==> config.mk <==
export PLATFORM = sky130hd
export DESIGN_NAME = fetch_top
export DESIGN_NICKNAME = d
export VERILOG_FILES = /design/src/design/fetch_pkg.sv /design/src/design/fetch_config.sv /design/src/design/branch_predictor.sv /design/src/design/fetch_stage.sv /design/src/design/fetch_top.sv
export SDC_FILE = /design/constraint.sdc
export NUM_CORES = 1
export LEC_CHECK = 0
export BUFFER_PORTS_ARGS = -buffer_cell sky130_fd_sc_hd__buf_2
export CORE_ASPECT_RATIO = 0.8
export CORE_MARGIN = 8
export CORE_UTILIZATION = 40
export CTS_CLUSTER_DIAMETER = 200
export DETAILED_ROUTE_END_ITERATION = 12
export PLACE_DENSITY_LB_ADDON = 0.25
export SLEW_MARGIN = 0
export SYNTH_ARGS = -nofsm -noshare
export SYNTH_HDL_FRONTEND = slang
export SYNTH_SLANG_ARGS = --single-unit
==> constraint.sdc <==
create_clock -name clk -period 3.4 [get_ports clk]
set_input_delay 0.68 -clock clk [delete_from_list [all_inputs] [get_ports clk]]
set_output_delay 0.68 -clock clk [all_outputs]
set_load 0.01 [all_outputs]
==> src/design/fetch_pkg.sv <==
// Shared definitions for the instruction fetch stage and its predictor
// Imported by the fetch RTL and by the testbench to build and check words

`default_nettype none

package fetch_pkg;

	// RV32I major opcodes, instruction bits 6:0
	typedef enum logic [6:0] {
		LOAD   = 7'b000_0011,
		OP_IMM = 7'b001_0011,
		AUIPC  = 7'b001_0111,
		STORE  = 7'b010_0011,
		OP     = 7'b011_0011,
		LUI    = 7'b011_0111,
		BRANCH = 7'b110_0011,
		JALR   = 7'b110_0111,
		JAL    = 7'b110_1111,
		SYSTEM = 7'b111_0011
	} opcode_e;

	// Configuration register map
	typedef enum logic [0:0] {
		CFG_TVEC = 1'b0,
		CFG_CTRL = 1'b1
	} cfg_addr_e;

	// First fetch address out of reset
	localparam logic [31:0] PC_RESET = 32'h0000_0000;

	// addi x0, x0, 0
	localparam logic [31:0] NOP_INSTR = 32'h0000_0013;

	// Trap target until software writes CFG_TVEC
	localparam logic [31:0] TVEC_RESET = 32'h0000_0100;

	// Predictor size at the top level, power of two
	localparam int BPU_ENTRIES_DEF = 16;

endpackage

`default_nettype wire

==> src/design/fetch_config.sv <==
// Fetch configuration registers: trap vector and prediction enable
// Written through a single-cycle strobe, read back combinationally by address

`timescale 1ns/100ps
`default_nettype none

module fetch_config import fetch_pkg::*; (
	input wire clk,
	input wire rst_n,
	// Register write strobe and address
	input wire i_cfg_we,
	input wire cfg_addr_e i_cfg_addr,
	input wire [31:0] i_cfg_wdata,
	// Readback of the addressed register
	output logic [31:0] o_cfg_rdata,
	// Values used by the fetch stage and predictor
	output logic [31:0] o_trap_vec,
	output logic o_predict_en
);

	logic [31:0] trap_vec_q;
	logic predict_en_q;

	// Trap vector register
	// Word aligned, so the two low bits never store a one
	always_ff @(posedge clk or negedge rst_n) begin
		if (!rst_n) begin
			trap_vec_q <= TVEC_RESET;
		end else if (i_cfg_we && (i_cfg_addr == CFG_TVEC)) begin
			trap_vec_q <= {i_cfg_wdata[31:2], 2'b00};
		end
	end

	// Control register, only bit 0 is implemented
	// Prediction is on out of reset
	always_ff @(posedge clk or negedge rst_n) begin
		if (!rst_n) begin
			predict_en_q <= 1'b1;
		end else if (i_cfg_we && (i_cfg_addr == CFG_CTRL)) begin
			predict_en_q <= i_cfg_wdata[0];
		end
	end

	// Readback mux
	// Unimplemented control bits return zero
	always_comb begin
		case (i_cfg_addr)
			CFG_TVEC: o_cfg_rdata = trap_vec_q;
			CFG_CTRL: o_cfg_rdata = {31'd0, predict_en_q};
			default:  o_cfg_rdata = 32'd0;
		endcase
	end

	assign o_trap_vec   = trap_vec_q;
	assign o_predict_en = predict_en_q;

endmodule

`default_nettype wire

==> src/design/branch_predictor.sv <==
// Direct-mapped table of 2-bit saturating counters for conditional branches
// Looked up with the fetch PC, trained by branch resolutions from a later stage
// Target comes from the B-type immediate of the word being fetched

`timescale 1ns/100ps
`default_nettype none

module branch_predictor import fetch_pkg::*; #(
	parameter int BPU_ENTRIES = 16
) (
	input wire clk,
	input wire rst_n,
	// Lookup side, current fetch address and raw word
	input wire [31:0] i_fetch_pc,
	input wire [31:0] i_fetch_instr,
	input wire i_predict_en,
	// Training side, one strobe per resolved branch
	input wire i_resolve_vld,
	input wire [31:0] i_resolve_pc,
	input wire i_resolve_taken,
	// Prediction back to fetch
	output logic o_predict_taken,
	output logic [31:0] o_predicted_pc
);

	localparam int IDX_W = $clog2(BPU_ENTRIES);

	// Counter states, upper bit is the taken decision
	typedef enum logic [1:0] {
		CNT_SNT = 2'd0,
		CNT_WNT = 2'd1,
		CNT_WT  = 2'd2,
		CNT_ST  = 2'd3
	} cnt_e;

	cnt_e cnt_q [BPU_ENTRIES];
	cnt_e cnt_nxt;

	logic [IDX_W-1:0] fetch_idx;
	logic [IDX_W-1:0] resolve_idx;
	logic is_branch;
	logic [31:0] b_imm;

	// Word index, bits 1:0 are always zero
	assign fetch_idx   = i_fetch_pc[IDX_W+1:2];
	assign resolve_idx = i_resolve_pc[IDX_W+1:2];

	// Next state of the counter being trained
	// Saturates at both ends
	always_comb begin
		cnt_nxt = cnt_q[resolve_idx];
		case (cnt_q[resolve_idx])
			CNT_SNT: cnt_nxt = i_resolve_taken ? CNT_WNT : CNT_SNT;
			CNT_WNT: cnt_nxt = i_resolve_taken ? CNT_WT  : CNT_SNT;
			CNT_WT:  cnt_nxt = i_resolve_taken ? CNT_ST  : CNT_WNT;
			CNT_ST:  cnt_nxt = i_resolve_taken ? CNT_ST  : CNT_WT;
			default: cnt_nxt = CNT_WNT;
		endcase
	end

	// Counter table
	// All entries start weakly not taken
	always_ff @(posedge clk or negedge rst_n) begin
		if (!rst_n) begin
			for (int i = 0; i < BPU_ENTRIES; i++) begin
				cnt_q[i] <= CNT_WNT;
			end
		end else if (i_resolve_vld) begin
			cnt_q[resolve_idx] <= cnt_nxt;
		end
	end

	// Only conditional branches are predicted
	assign is_branch = (opcode_e'(i_fetch_instr[6:0]) == BRANCH);

	// B-type immediate, sign extended, bit 0 implied zero
	assign b_imm = {
		{20{i_fetch_instr[31]}},
		i_fetch_instr[7],
		i_fetch_instr[30:25],
		i_fetch_instr[11:8],
		1'b0
	};

	// Lookup reads the table as it stands before any training at this edge
	assign o_predict_taken = is_branch && i_predict_en && cnt_q[fetch_idx][1];
	assign o_predicted_pc  = i_fetch_pc + b_imm;

endmodule

`default_nettype wire

==> src/design/fetch_stage.sv <==
// Instruction fetch stage: program counter, redirect priority and the
// fetch-to-decode register. The ROM answers in the cycle the address is shown,
// so decode sees each word and its PC exactly one clock later.

`timescale 1ns/100ps
`default_nettype none

module fetch_stage import fetch_pkg::*; (
	input wire clk,
	input wire rst_n,
	// Instruction memory
	input wire [31:0] i_rom_instr,
	input wire i_instr_vld,
	output logic [31:0] o_iaddr,
	output logic o_fetch_rdy,
	// Trap request, target from the config block
	input wire i_trap,
	input wire [31:0] i_trap_vec,
	// Resolved branch or jump
	input wire i_boj,
	input wire [31:0] i_boj_pc,
	// Pipeline control
	input wire i_stall,
	input wire i_flush,
	input wire [31:0] i_flush_pc,
	// Prediction for the word at o_iaddr
	input wire i_predict_taken,
	input wire [31:0] i_predicted_pc,
	// Toward decode
	output logic [31:0] o_pc,
	output logic [31:0] o_instr,
	output logic o_prediction
);

	logic [31:0] pc_q;
	logic [31:0] pc_seq;
	logic advance;

	logic [31:0] ir_instr_q;
	logic [31:0] ir_pc_q;
	logic ir_prediction_q;

	// A word moves on only when it is valid and decode can take it
	assign advance = i_instr_vld && !i_stall;
	assign pc_seq  = pc_q + 32'd4;

	// Program counter
	// Order: flush, trap, branch or jump, predicted branch, sequential
	// A stalled branch stays at this address and is looked up again on release
	always_ff @(posedge clk or negedge rst_n) begin
		if (!rst_n) begin
			pc_q <= PC_RESET;
		end else if (i_flush) begin
			pc_q <= i_flush_pc;
		end else if (i_trap) begin
			pc_q <= i_trap_vec;
		end else if (i_boj) begin
			pc_q <= i_boj_pc;
		end else if (advance) begin
			if (i_predict_taken) begin
				pc_q <= i_predicted_pc;
			end else begin
				pc_q <= pc_seq;
			end
		end
	end

	// Fetch-to-decode register
	// Flush drops the word in flight and sends a bubble
	always_ff @(posedge clk or negedge rst_n) begin
		if (!rst_n) begin
			ir_instr_q      <= NOP_INSTR;
			ir_pc_q         <= 32'd0;
			ir_prediction_q <= 1'b0;
		end else if (i_flush) begin
			ir_instr_q      <= NOP_INSTR;
			ir_pc_q         <= 32'd0;
			ir_prediction_q <= 1'b0;
		end else if (advance) begin
			ir_instr_q      <= i_rom_instr;
			ir_pc_q         <= pc_q;
			ir_prediction_q <= i_predict_taken;
		end
	end

	// Address straight from the PC register
	assign o_iaddr = pc_q;

	// Ready toward memory, low in reset, stall or flush
	assign o_fetch_rdy = rst_n && !i_stall && !i_flush;

	assign o_instr      = ir_instr_q;
	assign o_pc         = ir_pc_q;
	assign o_prediction = ir_prediction_q;

endmodule

`default_nettype wire

==> src/design/fetch_top.sv <==
// Top level of the fetch unit: config registers, fetch stage and predictor
// Instruction memory sits outside and answers in the same cycle as o_iaddr

`timescale 1ns/100ps
`default_nettype none

module fetch_top import fetch_pkg::*; #(
	parameter int BPU_ENTRIES = BPU_ENTRIES_DEF
) (
	input wire clk,
	input wire rst_n,
	// Instruction memory
	input wire [31:0] i_rom_instr,
	input wire i_instr_vld,
	output logic [31:0] o_iaddr,
	output logic o_fetch_rdy,
	// Redirects and pipeline control
	input wire i_trap,
	input wire i_boj,
	input wire [31:0] i_boj_pc,
	input wire i_stall,
	input wire i_flush,
	input wire [31:0] i_flush_pc,
	// Toward decode
	output logic [31:0] o_pc,
	output logic [31:0] o_instr,
	output logic o_prediction,
	// Predictor training
	input wire i_resolve_vld,
	input wire [31:0] i_resolve_pc,
	input wire i_resolve_taken,
	// Configuration access
	input wire i_cfg_we,
	input wire cfg_addr_e i_cfg_addr,
	input wire [31:0] i_cfg_wdata,
	output logic [31:0] o_cfg_rdata
);

	logic [31:0] trap_vec;
	logic predict_en;
	logic predict_taken;
	logic [31:0] predicted_pc;

	fetch_config u_fetch_config (
		.clk          (clk),
		.rst_n        (rst_n),
		.i_cfg_we     (i_cfg_we),
		.i_cfg_addr   (i_cfg_addr),
		.i_cfg_wdata  (i_cfg_wdata),
		.o_cfg_rdata  (o_cfg_rdata),
		.o_trap_vec   (trap_vec),
		.o_predict_en (predict_en)
	);

	fetch_stage u_fetch_stage (
		.clk             (clk),
		.rst_n           (rst_n),
		.i_rom_instr     (i_rom_instr),
		.i_instr_vld     (i_instr_vld),
		.o_iaddr         (o_iaddr),
		.o_fetch_rdy     (o_fetch_rdy),
		.i_trap          (i_trap),
		.i_trap_vec      (trap_vec),
		.i_boj           (i_boj),
		.i_boj_pc        (i_boj_pc),
		.i_stall         (i_stall),
		.i_flush         (i_flush),
		.i_flush_pc      (i_flush_pc),
		.i_predict_taken (predict_taken),
		.i_predicted_pc  (predicted_pc),
		.o_pc            (o_pc),
		.o_instr         (o_instr),
		.o_prediction    (o_prediction)
	);

	// Looks up the word currently on the ROM bus
	branch_predictor #(
		.BPU_ENTRIES (BPU_ENTRIES)
	) u_branch_predictor (
		.clk             (clk),
		.rst_n           (rst_n),
		.i_fetch_pc      (o_iaddr),
		.i_fetch_instr   (i_rom_instr),
		.i_predict_en    (predict_en),
		.i_resolve_vld   (i_resolve_vld),
		.i_resolve_pc    (i_resolve_pc),
		.i_resolve_taken (i_resolve_taken),
		.o_predict_taken (predict_taken),
		.o_predicted_pc  (predicted_pc)
	);

endmodule

`default_nettype wire

==> metrics list <==
* Post-detailed-placement cell area: 11740 um2
* Worst Tran Pin Value: 1.110 ns
* Largest vdd supply drop: 0.0002875 V
* Total power after layout: 6.302 mW
- On the final layout, the worst clock skew is 0.01209 ns.
* Wire length per cell after detailed routing: 22.67 um
- Highest clock frequency the design can meet: 315.6 MHz
* Startpoint class of the critical path: flop
* First DRT Iteration DRCs: 750
* Total grt overflow: 0
- On the final layout, the worst hold slack is 0.1388 ns.
* FF+latch count, synth: 160
- Startpoint-to-endpoint class of the critical path: flop to flop
- Antenna violations before repair: 4
- The region available for standard cell placement spans 23520 um2.
- The number of different library cells used by synthesis comes to 68.
- The count of nets left with antenna violations once routing finished came out at 0.
* Maxcap violations: 0
* Total Wirelength: 36150 um
* Min-Delay Path Class: input port to asynchronous set/reset pin
* Die width: 189.4 um
* CTS H-tree lvls: 4
- Skew-Pair Late Insertion Delay: 0.44 ns
* Port Buffers: 270
- Synthesis produced a netlist with a net count of 1166.
* Yosys synthesis warning count: 0
- RSZ-0062 raised after global routing: false
- Signed area change from the synthesized netlist to the final layout: 28.40%
* Post-synthesis average cell area: 9.997 um2
- The die covers 29320 um2.
- Layout fillers: 2206
* TritonCTS Buffers: 17
- Starting density of the core: 0.4093
- Smallest setup slack after layout: 0.2310 ns
* Part of the cycle the worst path needs: 0.9321
- The number of hold buffers added after CTS was 0.
- Pwr dens: 509.8 nW/um2
* Final critical delay including setup and external delays: 3.169 ns
- Number of sinks on the clock net: 160
* Final setup fails: 0
* NumNets Final: 1472
- Along the worst path, the maximum fanout reaches 6.
* Main synth FF type: dfrtp_1
- Post-synthesis instance total: 963
- Y dimension of the die: 154.8 um
- Sequential fraction of the synthesis area: 0.4186
- Number of cell rows: 50
- Arrival time worst endpoint: 3.55 ns
- Clock slew seen by the registers of the worst setup and hold paths: 0.08 ns
- Once the clock tree was built, the resizer swapped 0 gates to a different size.
- The first global-routing pass estimated 55590 um of wire.
- 301 I/O pins were placed.
* Setup Fix Bufs, Post-CTS: 0
* Vias in the first global route: 9285
* RD Place Congestion: 0.9382
* HPWL after detailed placement: 27580 um
* Slew Viols, Final: 0
- Post-layout instance area: 12360 um2
* First drt pass iteration count: 8
* Critical path required time: 3.78 ns
- Entering global routing, the biggest net connects 66 pins.
- Final Hold Violating Endpoints: 0
* Share of synthesized flip-flops with an asynchronous set or reset: 1.000
- After synthesis the cells add up to 9627 um2.
- TritonCTS built the clock tree.
* Cell leakage power: 5.871 nW
- In the routed layout, each cell is associated on average with a via count of 5.761.
- Max Root-Sink Buffers: 2
- Relative slew margins: 0.2571
* Number of enable flip-flop cells after synthesis: 0
* GRT Overall Usage: 0.2421
- After detailed routing, the number of remaining DRC violations is 0.
* Vias: 9188
- Of the cells placed in the final design, the portion with a size suffix greater than 1 is 0.3814.
* Critical path endpoint category: flop
- Clock Root Buffer: clkbuf_16
- OpenSTA, run right after detailed placement, puts the worst setup slack at -0.2346 ns.
- The run finished with clean final reports.
* Utilization after layout: 0.5255
==> kinds of logic (layout without fill, tap and decap cells) <==
group | Yosys count | after routing | synth area share
adders and majority gates | 34 | 34 | 0.04471
muxes | 84 | 84 | 0.1137
buffers and inverters | 75 | 394 | 0.03197
other | 1 | 2 | 0.0003895
AOI/OAI and AO/OA | 286 | 286 | 0.2078
and+or+nand+nor | 277 | 277 | 0.1409
xor gates and xnor gates | 46 | 46 | 0.04185
DFF | 160 | 160 | 0.4186
==> power by group <==
group | total, mW | switching [mW] | internal [mW]
logic | 1.86 | 0.977 | 0.882
registers | 2.48 | 0.241 | 2.23
clock network | 1.97 | 0.957 | 1.01
total | 6.30 | 2.17 | 4.13
==> path summary, 6_finish.rpt <==
kind	start	end	slack, ns	depth (start not counted)
worst min-delay path	rst_n	u_fetch_stage.o_instr[12]$_DFFE_PN0P_	0.14	1
max in group asynchronous	rst_n	u_fetch_config.o_trap_vec[20]$_DFFE_PN0P_	2.09	2
worst max-delay path	u_fetch_stage.o_iaddr[2]$_DFFE_PN0P_	u_fetch_stage.o_iaddr[28]$_DFFE_PN0P_	0.23	12
worst min register to register	u_fetch_stage.o_pc[16]$_DFFE_PN0P_	u_fetch_stage.o_pc[16]$_DFFE_PN0P_	0.49	2
min in group clk	i_flush_pc[23]	u_fetch_stage.o_iaddr[23]$_DFFE_PN0P_	0.45	3
worst max register to register	u_fetch_stage.o_iaddr[2]$_DFFE_PN0P_	u_fetch_stage.o_iaddr[28]$_DFFE_PN0P_	0.23	12
==> cell usage in the layout (no fill, tap or decap), types with 7 or more instances in the layout <==
cell type and instances:
buf_2 269, dfrtp_1 139, nor2_1 79, buf_4 76
mux2_2 63, nand2_1 61, a22o_1 57, a21oi_1 53
nor2b_1 41, o21ai_0 36, ha_1 31, nand3_1 24
xor2_1 24, xnor2_1 22, dfstp_2 21, o21ai_1 19
clkbuf_16 17, nor3_1 16, a21o_1 15, mux4_2 14
inv_1 13, a211oi_1 13, a22oi_1 12, nand4_1 9
a31oi_1 9, nand2b_1 8, and3_1 8, a221oi_1 8
o22ai_1 7, mux2i_1 7, o211ai_1 7, a222oi_1 7
==> routing by layer <==
metal  global-route usage  part of all wire  routed length [um]  up-vias
li1                     -                 -                   -     4199
met1               0.3351              0.45               16270     4466
met2               0.3631              0.43               15630      463
met3              0.07528              0.10                3657       54
met4              0.05723             0.015                 555        6
met5                    0            0.0011                  39        -
==> synth_stat cells (all sizes together), types with 6 or more instances <==
library cell	count	area, um2
nor2b	42	262.8
mux2	63	709.4
nand4	9	56.30
a21oi	53	265.3
buf	20	101.4
o211ai	7	52.55
inv	13	48.80
a221oi	8	70.07
xor2	24	210.2
o21ai	56	280.3
nand2	61	229.0
nand3	24	120.1
xnor2	22	192.7
nand2b	8	50.05
and3	8	50.05
and2	7	43.79
nor2	80	300.3
nor3	16	80.08
dfrtp	139	3478
a31oi	9	56.30
clkbuf	40	150.1
mux2i	7	70.07
a22o	57	499.2
a222oi	7	70.07
mux4	14	315.3
ha	31	387.9
a22oi	12	90.09
a211oi	13	97.59
nand3b	6	45.04
o22ai	7	43.79
dfstp	21	551.8
a21o	15	112.6
==> cell type report <==
| class | count | area, um2 | share of cell area |
|---|---|---|---|
| clock inverter | 14 | 157.7 | 0.01275 |
| antenna | 1 | 2.502 | 0.0002024 |
| sequential | 160 | 4030 | 0.3260 |
| clock buffer | 18 | 439.2 | 0.03553 |
| timing repair buffer | 347 | 1948 | 0.1576 |
| inverter | 15 | 56.30 | 0.004555 |
| tap | 312 | 390.4 | 0.03158 |
| multi-input combinational | 728 | 5336 | 0.4317 |
==> worst max-delay path, stage by stage, from the launching register on <==
cell and delay (ns):
dfrtp_1 0.46, ha_1 0.31, a21o_1 0.12, a21o_1 0.19, a21oi_1 0.14, nor4_2 0.35, o21ai_1 0.18, o41ai_2 0.37
nor3_1 0.10, xor2_1 0.16, a2111oi_1 0.47, buf_4 0.18, a211o_1 0.08
==> registers in the layout (all words and copies together), names as in the netlist <==
register,cells
u_fetch_stage.o_pc,32
u_fetch_config.o_trap_vec,30
u_fetch_stage.o_instr,32
u_fetch_stage.o_iaddr,32
u_branch_predictor.cnt_q,32
u_fetch_stage.o_prediction,1
u_fetch_config.o_predict_en,1
==> per-stage QoR <==
| step | instances | TNS (ns) |
|---|---|---|
| floorplan | 963 | 0 |
| global placement | 1562 | -0.3743 |
| detailed placement | 1562 | -0.3455 |
| CTS | 1594 | 0 |
| global route | 1595 | 0 |
| finish | 1595 | 0 |
(Power assumes the default switching activity.)
